<file path="src/opb_bus_pkg.sv">
// OPB slave and PSRAM bus widths
package opb_bus_pkg;

    // OPB side.
    localparam int OPB_AW  = 24;
    localparam int OPB_DW  = 32;
    localparam int OPB_BEW = 4;

    // PSRAM side, halfword addressed.
    localparam int PSRAM_AW = 22;
    localparam int PSRAM_DW = 16;

    // Address bit that picks the die.
    localparam int CS_BIT = 23;

endpackage

</file>
<file path="src/psram_timing_pkg.sv">
// PSRAM access timing definitions
package psram_timing_pkg;

    // Sequencer phases.
    typedef enum logic [3:0] {
        IDLE       = 4'd0,
        WR_ADDR    = 4'd1,
        WR_STROBE  = 4'd2,
        WR_SETUP   = 4'd3,
        WR_DATA    = 4'd4,
        WR_RECOVER = 4'd5,
        RD_ADDR    = 4'd6,
        RD_SETUP   = 4'd7,
        RD_WAIT    = 4'd8,
        DONE       = 4'd9
    } psram_phase_t;

    // Write data held with WE low.
    localparam int WR_DATA_CYCLES    = 4;
    // Deselected gap between the two halves of a wide write.
    localparam int WR_RECOVER_CYCLES = 3;
    // Output enable to read data sample.
    localparam int RD_WAIT_CYCLES    = 7;

    localparam int CNT_W = 4;   // Phase counter width.

endpackage

</file>
<file path="src/opb_request_sync.sv">
// OPB request synchronizer
`timescale 1ns/1ps

module opb_request_sync import opb_bus_pkg::*; (
    input  logic               OPB_Clk,
    input  logic               OPB_Rst,
    input  logic               OPB_select,
    input  logic [OPB_AW-1:0]  OPB_ABus,
    input  logic [OPB_DW-1:0]  OPB_DBus,
    input  logic [OPB_BEW-1:0] OPB_BE,
    input  logic               OPB_RNW,
    input  logic               OPB_32Bit,
    input  logic               busy,
    output logic               req,
    output logic [OPB_AW-1:0]  req_addr,
    output logic [OPB_DW-1:0]  req_data,
    output logic [OPB_BEW-1:0] req_be,
    output logic               req_rnw,
    output logic               req_wide
);

    logic sel_q1;
    logic sel_q2;
    logic accept;

    // Rising edge of the synchronized select, dropped while an access runs.
    assign accept = sel_q1 & ~sel_q2 & ~busy;

    always_ff @(posedge OPB_Clk or negedge OPB_Rst) begin
        if (!OPB_Rst) begin
            sel_q1 <= 1'b0;
            sel_q2 <= 1'b0;
            req    <= 1'b0;
        end else begin
            sel_q1 <= OPB_select;   // Sync stage.
            sel_q2 <= sel_q1;       // Edge reference.
            req    <= accept;
        end
    end

    // Stable copies for the rest of the access.
    always_ff @(posedge OPB_Clk) begin
        if (accept) begin
            req_addr <= OPB_ABus;
            req_data <= OPB_DBus;
            req_be   <= OPB_BE;
            req_rnw  <= OPB_RNW;
            req_wide <= OPB_32Bit & ~OPB_RNW;   // Only writes split in two.
        end
    end

endmodule

</file>
<file path="src/psram_ctrl.sv">
// PSRAM access sequencer
`timescale 1ns/1ps

module psram_ctrl import psram_timing_pkg::*; (
    input  logic         OPB_Clk,
    input  logic         OPB_Rst,
    input  logic         req,
    input  logic         req_rnw,
    input  logic         req_wide,
    output psram_phase_t phase,
    output logic         half_hi,
    output logic         busy,
    output logic         sample,
    output logic         finish
);

    logic [CNT_W-1:0] cnt;
    logic             cnt_zero;

    assign cnt_zero = (cnt == '0);

    assign busy   = (phase != IDLE);
    assign sample = (phase == RD_WAIT) && cnt_zero;   // Last wait cycle.
    assign finish = (phase == DONE);

    always_ff @(posedge OPB_Clk or negedge OPB_Rst) begin
        if (!OPB_Rst) begin
            phase   <= IDLE;
            half_hi <= 1'b0;
            cnt     <= '0;
        end else begin
            case (phase)
                IDLE: begin
                    if (req) begin
                        if (req_rnw) begin
                            phase <= RD_ADDR;
                        end else begin
                            phase   <= WR_ADDR;
                            half_hi <= req_wide;   // Wide writes start high.
                        end
                    end
                end

                // Write.
                WR_ADDR: begin
                    phase <= WR_STROBE;
                end
                WR_STROBE: begin
                    phase <= WR_SETUP;
                end
                WR_SETUP: begin
                    phase <= WR_DATA;
                    cnt   <= CNT_W'(WR_DATA_CYCLES - 1);
                end
                WR_DATA: begin
                    if (!cnt_zero) begin
                        cnt <= cnt - 1'b1;
                    end else if (half_hi) begin
                        phase <= WR_RECOVER;
                        cnt   <= CNT_W'(WR_RECOVER_CYCLES - 1);
                    end else begin
                        phase <= DONE;
                    end
                end
                WR_RECOVER: begin
                    if (!cnt_zero) begin
                        cnt <= cnt - 1'b1;
                    end else begin
                        // Lower half goes out next.
                        phase   <= WR_ADDR;
                        half_hi <= 1'b0;
                    end
                end

                // Read.
                RD_ADDR: begin
                    phase <= RD_SETUP;
                end
                RD_SETUP: begin
                    phase <= RD_WAIT;
                    cnt   <= CNT_W'(RD_WAIT_CYCLES - 1);
                end
                RD_WAIT: begin
                    if (!cnt_zero) begin
                        cnt <= cnt - 1'b1;
                    end else begin
                        phase <= DONE;
                    end
                end

                DONE: begin
                    phase   <= IDLE;
                    half_hi <= 1'b0;
                end

                default: begin
                    phase   <= IDLE;
                    half_hi <= 1'b0;
                end
            endcase
        end
    end

endmodule

</file>
<file path="src/psram_addr_gen.sv">
// PSRAM address and strobe generator
`timescale 1ns/1ps

module psram_addr_gen import opb_bus_pkg::*, psram_timing_pkg::*; (
    input  logic                OPB_Clk,
    input  logic                OPB_Rst,
    input  psram_phase_t        phase,
    input  logic                half_hi,
    input  logic [OPB_AW-1:0]   req_addr,
    input  logic [OPB_BEW-1:0]  req_be,
    input  logic                req_wide,
    output logic [PSRAM_AW-1:0] PSRAM_Mem_A,
    output logic [1:0]          PSRAM_Mem_BE,
    output logic                PSRAM_Mem_CEN0,
    output logic                PSRAM_Mem_CEN1,
    output logic                PSRAM_Mem_ADV,
    output logic                PSRAM_Mem_WE,
    output logic                PSRAM_Mem_OEN
);

    logic [PSRAM_AW-1:0] hw_addr;
    logic [1:0]          wr_lanes;
    logic                selected;
    logic                addr_phase;

    // Wide writes hit both halfwords of the word, upper first.
    assign hw_addr = req_wide ? {req_addr[PSRAM_AW:2], ~half_hi}
                              : req_addr[PSRAM_AW:1];

    assign wr_lanes   = half_hi ? ~req_be[OPB_BEW-1:2] : ~req_be[1:0];
    assign selected   = (phase != IDLE) && (phase != WR_RECOVER);
    assign addr_phase = (phase == WR_ADDR) || (phase == RD_ADDR);

    always_ff @(posedge OPB_Clk or negedge OPB_Rst) begin
        if (!OPB_Rst) begin
            PSRAM_Mem_CEN0 <= 1'b1;
            PSRAM_Mem_CEN1 <= 1'b1;
            PSRAM_Mem_ADV  <= 1'b1;
            PSRAM_Mem_WE   <= 1'b1;
            PSRAM_Mem_OEN  <= 1'b1;
            PSRAM_Mem_BE   <= 2'b11;
        end else begin
            PSRAM_Mem_CEN0 <= ~(selected & ~req_addr[CS_BIT]);
            PSRAM_Mem_CEN1 <= ~(selected &  req_addr[CS_BIT]);
            PSRAM_Mem_ADV  <= ~addr_phase;
            PSRAM_Mem_WE   <= ~(phase inside {WR_STROBE, WR_SETUP, WR_DATA});
            PSRAM_Mem_OEN  <= (phase != RD_WAIT);

            // Lanes stay put through DONE so they are steady as WE rises.
            case (phase)
                IDLE: PSRAM_Mem_BE <= 2'b11;
                WR_ADDR, WR_STROBE, WR_SETUP, WR_DATA, WR_RECOVER:
                    PSRAM_Mem_BE <= wr_lanes;
                RD_ADDR, RD_SETUP, RD_WAIT:
                    PSRAM_Mem_BE <= 2'b00;   // Full halfword on reads.
                default: ;
            endcase
        end
    end

    always_ff @(posedge OPB_Clk) begin
        if (addr_phase) begin
            PSRAM_Mem_A <= hw_addr;
        end
    end

endmodule

</file>
<file path="src/psram_data_path.sv">
// PSRAM data path
`timescale 1ns/1ps

module psram_data_path import opb_bus_pkg::*, psram_timing_pkg::*; (
    input  logic                OPB_Clk,
    input  logic                OPB_Rst,
    input  psram_phase_t        phase,
    input  logic                half_hi,
    input  logic                sample,
    input  logic                finish,
    input  logic [OPB_AW-1:0]   req_addr,
    input  logic [OPB_DW-1:0]   req_data,
    input  logic [PSRAM_DW-1:0] PSRAM_Mem_DQ_I,
    output logic [PSRAM_DW-1:0] PSRAM_Mem_DQ_O,
    output logic                PSRAM_Mem_DQ_OE,
    output logic [OPB_DW-1:0]   Sln_DBus,
    output logic                Sln_xferAck
);

    logic                lower_pass;   // Second half of a wide write.
    logic                addr_lsb;
    logic [PSRAM_DW-1:0] dq_addr;

    // Upper half at the even halfword, lower half at the odd one.
    assign addr_lsb = half_hi ? 1'b0 : (lower_pass ? 1'b1 : req_addr[1]);
    assign dq_addr  = {req_addr[PSRAM_DW:2], addr_lsb};

    always_ff @(posedge OPB_Clk or negedge OPB_Rst) begin
        if (!OPB_Rst) begin
            lower_pass      <= 1'b0;
            PSRAM_Mem_DQ_OE <= 1'b0;
            Sln_xferAck     <= 1'b0;
        end else begin
            if (phase == WR_RECOVER) begin
                lower_pass <= 1'b1;
            end else if (phase == IDLE) begin
                lower_pass <= 1'b0;
            end
            PSRAM_Mem_DQ_OE <= phase inside {WR_ADDR, WR_STROBE, WR_SETUP, WR_DATA, RD_ADDR};
            Sln_xferAck     <= finish;   // One cycle ack.
        end
    end

    always_ff @(posedge OPB_Clk) begin
        case (phase)
            WR_ADDR, RD_ADDR: PSRAM_Mem_DQ_O <= dq_addr;
            WR_DATA: begin
                PSRAM_Mem_DQ_O <= half_hi ? req_data[OPB_DW-1:PSRAM_DW]
                                          : req_data[PSRAM_DW-1:0];
            end
            default: ;   // Hold, so data is steady at the WE edge.
        endcase

        if (sample) begin
            Sln_DBus <= {2{PSRAM_Mem_DQ_I}};   // Same halfword on both halves.
        end
    end

endmodule

</file>
<file path="src/psram_subsystem.sv">
// OPB to PSRAM bridge
`timescale 1ns/1ps

module psram_subsystem import opb_bus_pkg::*, psram_timing_pkg::*; (
    input  logic [OPB_AW-1:0]   OPB_ABus,
    input  logic [OPB_BEW-1:0]  OPB_BE,
    input  logic                OPB_Clk,
    input  logic [OPB_DW-1:0]   OPB_DBus,
    input  logic                OPB_32Bit,
    input  logic                OPB_RNW,
    input  logic                OPB_Rst,
    input  logic                OPB_select,
    output logic [OPB_DW-1:0]   Sln_DBus,
    output logic                Sln_xferAck,

    input  logic [PSRAM_DW-1:0] PSRAM_Mem_DQ_I,
    output logic [PSRAM_DW-1:0] PSRAM_Mem_DQ_O,
    output logic                PSRAM_Mem_DQ_OE,
    output logic [PSRAM_AW-1:0] PSRAM_Mem_A,
    output logic [1:0]          PSRAM_Mem_BE,
    output logic                PSRAM_Mem_WE,
    output logic                PSRAM_Mem_OEN,
    output logic                PSRAM_Mem_CEN0,
    output logic                PSRAM_Mem_CEN1,
    output logic                PSRAM_Mem_ADV
);

    logic               req;
    logic [OPB_AW-1:0]  req_addr;
    logic [OPB_DW-1:0]  req_data;
    logic [OPB_BEW-1:0] req_be;
    logic               req_rnw;
    logic               req_wide;
    logic               busy;
    psram_phase_t       phase;
    logic               half_hi;
    logic               sample;
    logic               finish;

    opb_request_sync u_req (
        .OPB_Clk    (OPB_Clk),
        .OPB_Rst    (OPB_Rst),
        .OPB_select (OPB_select),
        .OPB_ABus   (OPB_ABus),
        .OPB_DBus   (OPB_DBus),
        .OPB_BE     (OPB_BE),
        .OPB_RNW    (OPB_RNW),
        .OPB_32Bit  (OPB_32Bit),
        .busy       (busy),
        .req        (req),
        .req_addr   (req_addr),
        .req_data   (req_data),
        .req_be     (req_be),
        .req_rnw    (req_rnw),
        .req_wide   (req_wide)
    );

    psram_ctrl u_ctrl (
        .OPB_Clk  (OPB_Clk),
        .OPB_Rst  (OPB_Rst),
        .req      (req),
        .req_rnw  (req_rnw),
        .req_wide (req_wide),
        .phase    (phase),
        .half_hi  (half_hi),
        .busy     (busy),
        .sample   (sample),
        .finish   (finish)
    );

    psram_addr_gen u_addr (
        .OPB_Clk        (OPB_Clk),
        .OPB_Rst        (OPB_Rst),
        .phase          (phase),
        .half_hi        (half_hi),
        .req_addr       (req_addr),
        .req_be         (req_be),
        .req_wide       (req_wide),
        .PSRAM_Mem_A    (PSRAM_Mem_A),
        .PSRAM_Mem_BE   (PSRAM_Mem_BE),
        .PSRAM_Mem_CEN0 (PSRAM_Mem_CEN0),
        .PSRAM_Mem_CEN1 (PSRAM_Mem_CEN1),
        .PSRAM_Mem_ADV  (PSRAM_Mem_ADV),
        .PSRAM_Mem_WE   (PSRAM_Mem_WE),
        .PSRAM_Mem_OEN  (PSRAM_Mem_OEN)
    );

    psram_data_path u_data (
        .OPB_Clk         (OPB_Clk),
        .OPB_Rst         (OPB_Rst),
        .phase           (phase),
        .half_hi         (half_hi),
        .sample          (sample),
        .finish          (finish),
        .req_addr        (req_addr),
        .req_data        (req_data),
        .PSRAM_Mem_DQ_I  (PSRAM_Mem_DQ_I),
        .PSRAM_Mem_DQ_O  (PSRAM_Mem_DQ_O),
        .PSRAM_Mem_DQ_OE (PSRAM_Mem_DQ_OE),
        .Sln_DBus        (Sln_DBus),
        .Sln_xferAck     (Sln_xferAck)
    );

endmodule

</file>
<file path="config.mk">
export PLATFORM = sky130hd
export DESIGN_NAME = psram_subsystem
export DESIGN_NICKNAME = d
export VERILOG_FILES = /design/src/opb_bus_pkg.sv /design/src/psram_timing_pkg.sv /design/src/opb_request_sync.sv /design/src/psram_ctrl.sv /design/src/psram_addr_gen.sv /design/src/psram_data_path.sv /design/src/psram_subsystem.sv
export SDC_FILE = /design/constraint.sdc
export NUM_CORES = 1
export LEC_CHECK = 0
export ABC_AREA = 1
export BUFFER_PORTS_ARGS = -buffer_cell sky130_fd_sc_hd__clkbuf_2
export CELL_PAD_IN_SITES_DETAIL_PLACEMENT = 1
export CELL_PAD_IN_SITES_GLOBAL_PLACEMENT = 1
export CORE_ASPECT_RATIO = 2
export CORE_UTILIZATION = 40
export CTS_CLUSTER_SIZE = 10
export DETAILED_ROUTE_END_ITERATION = 12
export PLACE_DENSITY_LB_ADDON = 0.1
export SLEW_MARGIN = 10
export SYNTH_ARGS = -nofsm -noshare
export SYNTH_HDL_FRONTEND = slang
export SYNTH_SLANG_ARGS = --single-unit
</file>
<file path="constraint.sdc">
create_clock -name OPB_Clk -period 5.2 [get_ports OPB_Clk]
set_input_delay 1.04 -clock OPB_Clk [delete_from_list [all_inputs] [get_ports OPB_Clk]]
set_output_delay 1.04 -clock OPB_Clk [all_outputs]
set_load 0.005 [all_outputs]
</file>
* Word-level counts from Yosys, hierarchy flattened *
Cells that the tools add are included.

operators by class
  reduce and logical (&&, ||, !) cells = 20
  equal/unequal tests = 18
  bitwise gates (word level) = 17
  muxes and demuxes = 24
  add/sub/neg operators = 1

operators by type and width
  kind                                                                     count
  4-bit one-hot mux with 9 select lines                                    1
  4-bit 2-to-1 mux                                                         8
  16-bit one-hot mux with 2 select lines                                   1
  4-bit by 3-bit == test with 1-bit output, second input constant          4
  16-bit 2-to-1 mux                                                        1
  4-bit one-hot mux with 4 select lines                                    1
  2-bit inequality test, second input constant                             6
  1-bit NOT                                                                10
  4-bit by 2-bit == test with 1-bit output, second input constant          2
  4-bit == test, second input constant                                     2
  4-bit zero test                                                          2
  1-bit 2-to-1 mux                                                         8
  4-bit AND reduction                                                      2
  4-bit nonzero test                                                       2
  7-bit OR reduction                                                       1
  2-bit one-hot mux with 3 select lines                                    1
  3-bit nonzero test                                                       2
  1-bit AND                                                                5
  5-bit nonzero test                                                       1
  5-bit OR reduction                                                       1
  4-bit by 1-bit == test with 1-bit output, second input constant          1
  4-bit by 3-bit inequality test with 1-bit output, second input constant  1
  4-bit inequality test, second input constant                             1
  2-bit NOT                                                                2
  11 further kinds                                                         14

storage, ports and cells
  input bits = 81
  word-level logic and storage cells = 103
  output and inout bits = 79
  register bits after elaboration = 154

* Depth between registers and ports, before layout *
  word-level depth = 4
  mapped depth = 9
  depth with buffers taken out = 9

* Hierarchy *
Synthesis repeated with hierarchy kept, for this count alone.

second synthesis, totals
  cell total of the unflattened synthesis = 449
  area, all modules = 5495.3 µm²

modules (own cells, without submodules)
  module            cells an instance  instances  seq. area each (µm²)  area each (µm²)
  opb_request_sync  70                 1          1936.9                1958.1
  psram_data_path   175                1          1036.0                1739.2
  psram_addr_gen    83                 1          844.6                 1067.3
  psram_ctrl        121                1          225.2                 730.7

* Worst setup path after synthesis *
Ideal clock, no wire load.

  kind = register -> register
  from = register u_ctrl.phase[3]
  to = register u_req.req_addr[10] (enable)
  cell stages (with the launch flop) = 6
  path slack = 1162 ps
  setup time = 483 ps
  clock period less this slack = 4038 ps
  data required time = 4717 ps
  buffers on the path = 0
  arrival time = 3555 ps
  path through = dfrtp_1 nor2_1 nand2_1 inv_1 nand2_1 nor2_1

on the way
  cells in the longest elaborated chain, start to end = 3

RTL lines
  item                    line                    RTL
  from (decl)             psram_ctrl.sv:10        output psram_phase_t phase,
  from (signal assigned)  psram_ctrl.sv:28        phase <= IDLE;
  from (signal assigned)  psram_ctrl.sv:36        phase <= RD_ADDR;
  from (signal assigned)  psram_ctrl.sv:38        phase <= WR_ADDR;
  4-bit nonzero test      psram_ctrl.sv:22        assign busy = (phase != IDLE);
  1-bit NOT               opb_request_sync.sv:27  assign accept = sel_q1 & ~sel_q2 & ~busy;
  1-bit AND               opb_request_sync.sv:27
  named net u_req.accept  opb_request_sync.sv:24  logic accept;
  to (signal assigned)    opb_request_sync.sv:44  req_addr <= OPB_ABus;
  to (decl)               opb_request_sync.sv:15  output logic [OPB_AW-1:0] req_addr,

The timed path passes the listed nets, and every way through them passes these cells.
A chain may end at the register's enable or synchronous reset.

* Worst setup path in the final report *
  from = register u_ctrl.half_hi
  to = register u_ctrl.cnt[0]

on the way
  cells in the longest elaborated chain, start to end = 2

RTL lines
  item                             line              RTL
  from (decl)                      psram_ctrl.sv:11  output logic half_hi,
  from (signal assigned)           psram_ctrl.sv:39  half_hi <= req_wide;
  3-bit inequality test (no line)  --
  3-bit AND reduction (no line)    --
  to (signal assigned)             psram_ctrl.sv:53  cnt <= CNT_W'(WR_DATA_CYCLES - 1);
  to (signal assigned)             psram_ctrl.sv:57  cnt <= cnt - 1'b1;
  to (signal assigned)             psram_ctrl.sv:60  cnt <= CNT_W'(WR_RECOVER_CYCLES - 1);
  to (decl)                        psram_ctrl.sv:17  logic [CNT_W-1:0] cnt;

No other way between the ends.

==> results.txt <==
After detailed routing, the number of remaining DRC violations is 0. The critical path arrival is 2.96 ns. The shortest clock period the worst path allows after layout is 2.663 ns.

The number of antenna repair diodes is 0. The chip width came out at 82.50 um. The placer congestion estimate is 0.8566. In this run the count of I/O pins placed on the die edge is 160. The number of nets at the end of the flow came out at 615. Clock-pin slew was measured on the worst setup and hold paths at 0.06 ns. The post-synthesis instance total came out at 377. Traced cell by cell, the critical path runs through clkinv_1 > nand3_1 > nand3_1 > nand2_1 > nand2_2 > nand2_1 > nand2_1. The half-perimeter wire length after detailed placement came out at 8.767 mm.

The worst-case IR drop observed on VDD is 0.2708 mV. The leakage power figure is 2.880 nW. During placement, the flow inserted port buffers numbering 158. The area growth from synthesis to layout came out at 28.24%. After routing the design area is 6648 sq um. Among all stages on the critical path, the largest delay is contributed by dfrtp_1. The wire length of the first global-routing pass came out at 18.76 mm.

The standard cell area after detailed placement is 6018 sq um. The number of antenna violations at the first check in global routing is 0. The total negative slack is 0 ns. Net switching is 31.56% of the power. The first detailed-routing pass ran for 4 iterations. The row count came out at 58.

The summed instance area of the synthesized netlist came out at 5184 sq um. At the pin with the least slew margin, the transition time is 0.9449 ns. The number of fill cells is 1376. The clock tree synthesis step divided the H-tree into 4 levels. The kind of cell with the highest combined delay along the critical path is flip-flops. The worst setup path is launched from a register.

In this run, CTS created clock tree buffers numbering 17. The routed via count divided by cell count came out at 4.960. The via count of the first global-routing pass came to 3667.

No sink is reached through more buffers than the 2 on the longest clock path. The worst hold path class is reg2reg. The proportion of power drawn by combinational gates came out at 23.5%. The flip-flop and latch count after synthesis is 137.

The count of nets left with antenna violations after detail routing is 0. The post-cts gate resize count came out at 0. The clock power share is 33.0%. The largest net degree at the start of global routing is 44. Setup repair after global routing left no endpoint under its margin. The cell type with the largest total area after synthesis is edfxtp_1. The total nets after synthesis came out at 459.

The buffers inserted during post-CTS setup optimization came out at 0. The highest cell delay on the worst timing path is 0.96 ns. After the flow finishes, the layout carries non-filler instances totaling 696.

The final hold violation count came out at 0. The share of synthesized area in the top cell type comes to 66.62%. The total wire length after detailed routing came out at 12.36 mm.

The required arrival time at the worst endpoint came out at 5.49 ns. Ranked by total cell area, the synthesized netlist is headed by edfxtp_1 67%, dfrtp_1 7.2%, nand2_1 5.8%, nand3_1 5.6%, dfstp_2 3.5%. The mean area per synthesized cell is 13.75 sq um.

The worst-case headroom to the max-slew limit came out at 37.01%. The count of routing violations after the opening detailed-route iteration came out at 121. The final hold slack is 0.3900 ns. The remaining global-route overflow is 0. The count of buffering cells on the critical path with inverters included is 1. The share of power burned in registers is 43.6%. After detailed routing, the average wire length per cell comes to 17.75 um. The core box area is 12630 sq um. The number of pins with negative max-slew slack in the final report is 0.

The quantity of hold-fixing buffers added after cts came out at 0. The area enclosed by the die boundary came out at 13450 sq um. After layout, the worst path uses 51.21% of the clock period. The worst setup path is of the reg2reg kind. TritonCTS built the clock tree. The largest fanout of any net on the critical path is 23. CTS placed an instance of clkbuf_16 at the clock tree root. For this configuration, the core starts out at a cell density of 41.05%. The power density over cell area is 561.3 nW/um^2. The fmax is 0.3755 GHz. The worst setup path is captured at a register.

The y dimension of the die is 163.0 um. The net switching power is 1.178 mW. The max-capacitance violation count is 0.

Setup slack closes at 2.537 ns. The worst-case setup slack after placement is 2.202 ns. For this run, the register share of the synthesized area comes to 77.41%. The fraction of layout instances using a drive strength above 1 came out at 39.01%. Setup violations remaining at the end of the flow were counted as 0. The number of sinks handled by clock tree synthesis came out at 137.

The instance count after placement with tap cells included came out at 663. Counting stages on the worst path, the most repeated cell is nand2_1. The clock latency on the worst-skew pair is 0.42 ns.

The distinct cell type count after synthesis is 30. The flow ran to the end, and the final reports show no timing, DRC or antenna violations. The total global routing track utilization is 20.07%. The internal portion of total power came out at 2.554 mW. Across all layers, the routed design uses 3452 vias. The clock skew is 0.009759 ns. The synthesis warning total came out at 0.
worst register-to-register path, cell delays in order (launching register included):
cell and delay (ns):
dfrtp_1 0.96, clkinv_1 0.80, nand3_1 0.32, nand3_1 0.10, nand2_1 0.11, nand2_2 0.10, nand2_1 0.09, nand2_1 0.07
final timing paths:
kind / cells past startpoint / endpoint / from / slack (ns)
max: 7 / u_ctrl.cnt[0] / u_ctrl.half_hi / 2.54
min: 0 / u_req.sel_q2 / u_req.sel_q1 / 0.39
max reg2reg: 7 / u_ctrl.cnt[0] / u_ctrl.half_hi / 2.54
min reg2reg: 0 / u_req.sel_q2 / u_req.sel_q1 / 0.39
max in group asynchronous: 1 / u_req.sel_q1 / OPB_Rst / 4.16
min in group asynchronous: 1 / u_data.PSRAM_Mem_DQ_OE / OPB_Rst / 0.63
layout by cell type (no fill, tap or decap), types with 2 or more instances in the layout:
master / count
nor2_4: 3
nand4_1: 3
inv_6: 3
clkinvlp_4: 2
o21ai_0: 3
nand2_1: 80
nor2_1: 18
nand3_1: 58
mux2i_1: 3
clkbuf_2: 158
edfxtp_1: 115
a21oi_1: 7
buf_4: 3
xor2_1: 2
bufinv_16: 3
inv_1: 21
dfrtp_1: 15
clkbuf_16: 17
nand2_2: 3
clkinv_2: 3
nor2_2: 4
dfstp_2: 7
clkinv_4: 3
per-stage QoR:
| step | power (mW) | util [%] |
|---|---|---|
| after floorplan | 2.142 | - |
| after global placement | 2.487 | 47.66 |
| after detailed placement | 2.526 | 47.66 |
| after CTS | 3.780 | 52.43 |
| after global routing | 3.934 | 52.65 |
| final | 3.731 | 52.65 |
power by group through the flow:
stage	registers (mW)	logic [mW]	clock network, mW
detailed placement	1.65	0.881	0
global route	1.65	0.989	1.29
floorplan	1.63	0.515	0
finish	1.63	0.876	1.23
CTS	1.63	0.891	1.26
global placement	1.64	0.851	0
synthesized netlist by cell type (all sizes together):
| library cell | number |
|---|---|
| clkinv | 1 |
| nor2 | 25 |
| a31oi | 1 |
| inv | 22 |
| dfstp | 7 |
| dfrtp | 15 |
| o22ai | 1 |
| nand4 | 3 |
| mux2i | 3 |
| nand3 | 59 |
| ha | 1 |
| o21bai | 1 |
| edfxtp | 115 |
| xor2 | 2 |
| buf | 23 |
| nor3 | 1 |
| clkbuf | 2 |
| o211ai | 1 |
| nand2 | 84 |
| a21oi | 7 |
| o21ai | 3 |
registers in the layout, summed over array words and instances (netlist names), 2 cells and up:
register,flops
u_addr.PSRAM_Mem_BE,2
u_data.PSRAM_Mem_DQ_O,16
u_req.req_data,32
u_ctrl.phase,4
u_req.req_addr,23
u_addr.PSRAM_Mem_A,22
u_req.req_be,4
u_data.Sln_DBus,16
u_ctrl.cnt,4
kinds of logic (layout without fill, tap and decap cells):
group                    count (synthesis)  count (layout)  share of synthesized area (%)
flip-flops                             137             137                          77.41
buffers and inverters                   48             217                          5.021
multiplexers                             3               3                         0.5793
AO/OA/AOI/OAI                           14              14                          1.497
XOR/XNOR                                 2               2                         0.3380
adder cells (fa/ha/maj)                  1               1                         0.2413
AND/OR/NAND/NOR                        172             172                          14.92
layer usage:
layer | global-route usage [%] | wire [um] | vias to the layer above
met4 | 10.74 | 515 | 0
met5 | 0 | 0 | -
met1 | 19.20 | 3982 | 1668
met3 | 5.490 | 570 | 36
met2 | 37.00 | 7287 | 132
li1 | - | - | 1616
layout make-up:
class / count / area [sq um] / area share (%)
clock inverter: 14 / 172.7 / 2.597
multi-input combinational: 192 / 918.4 / 13.82
tap: 150 / 187.7 / 2.823
timing repair buffer: 162 / 840.8 / 12.65
inverter: 23 / 86.33 / 1.299
clock buffer: 18 / 429.2 / 6.456
sequential: 137 / 4013 / 60.36
Note: power is estimated with default switching activity, not from simulation.
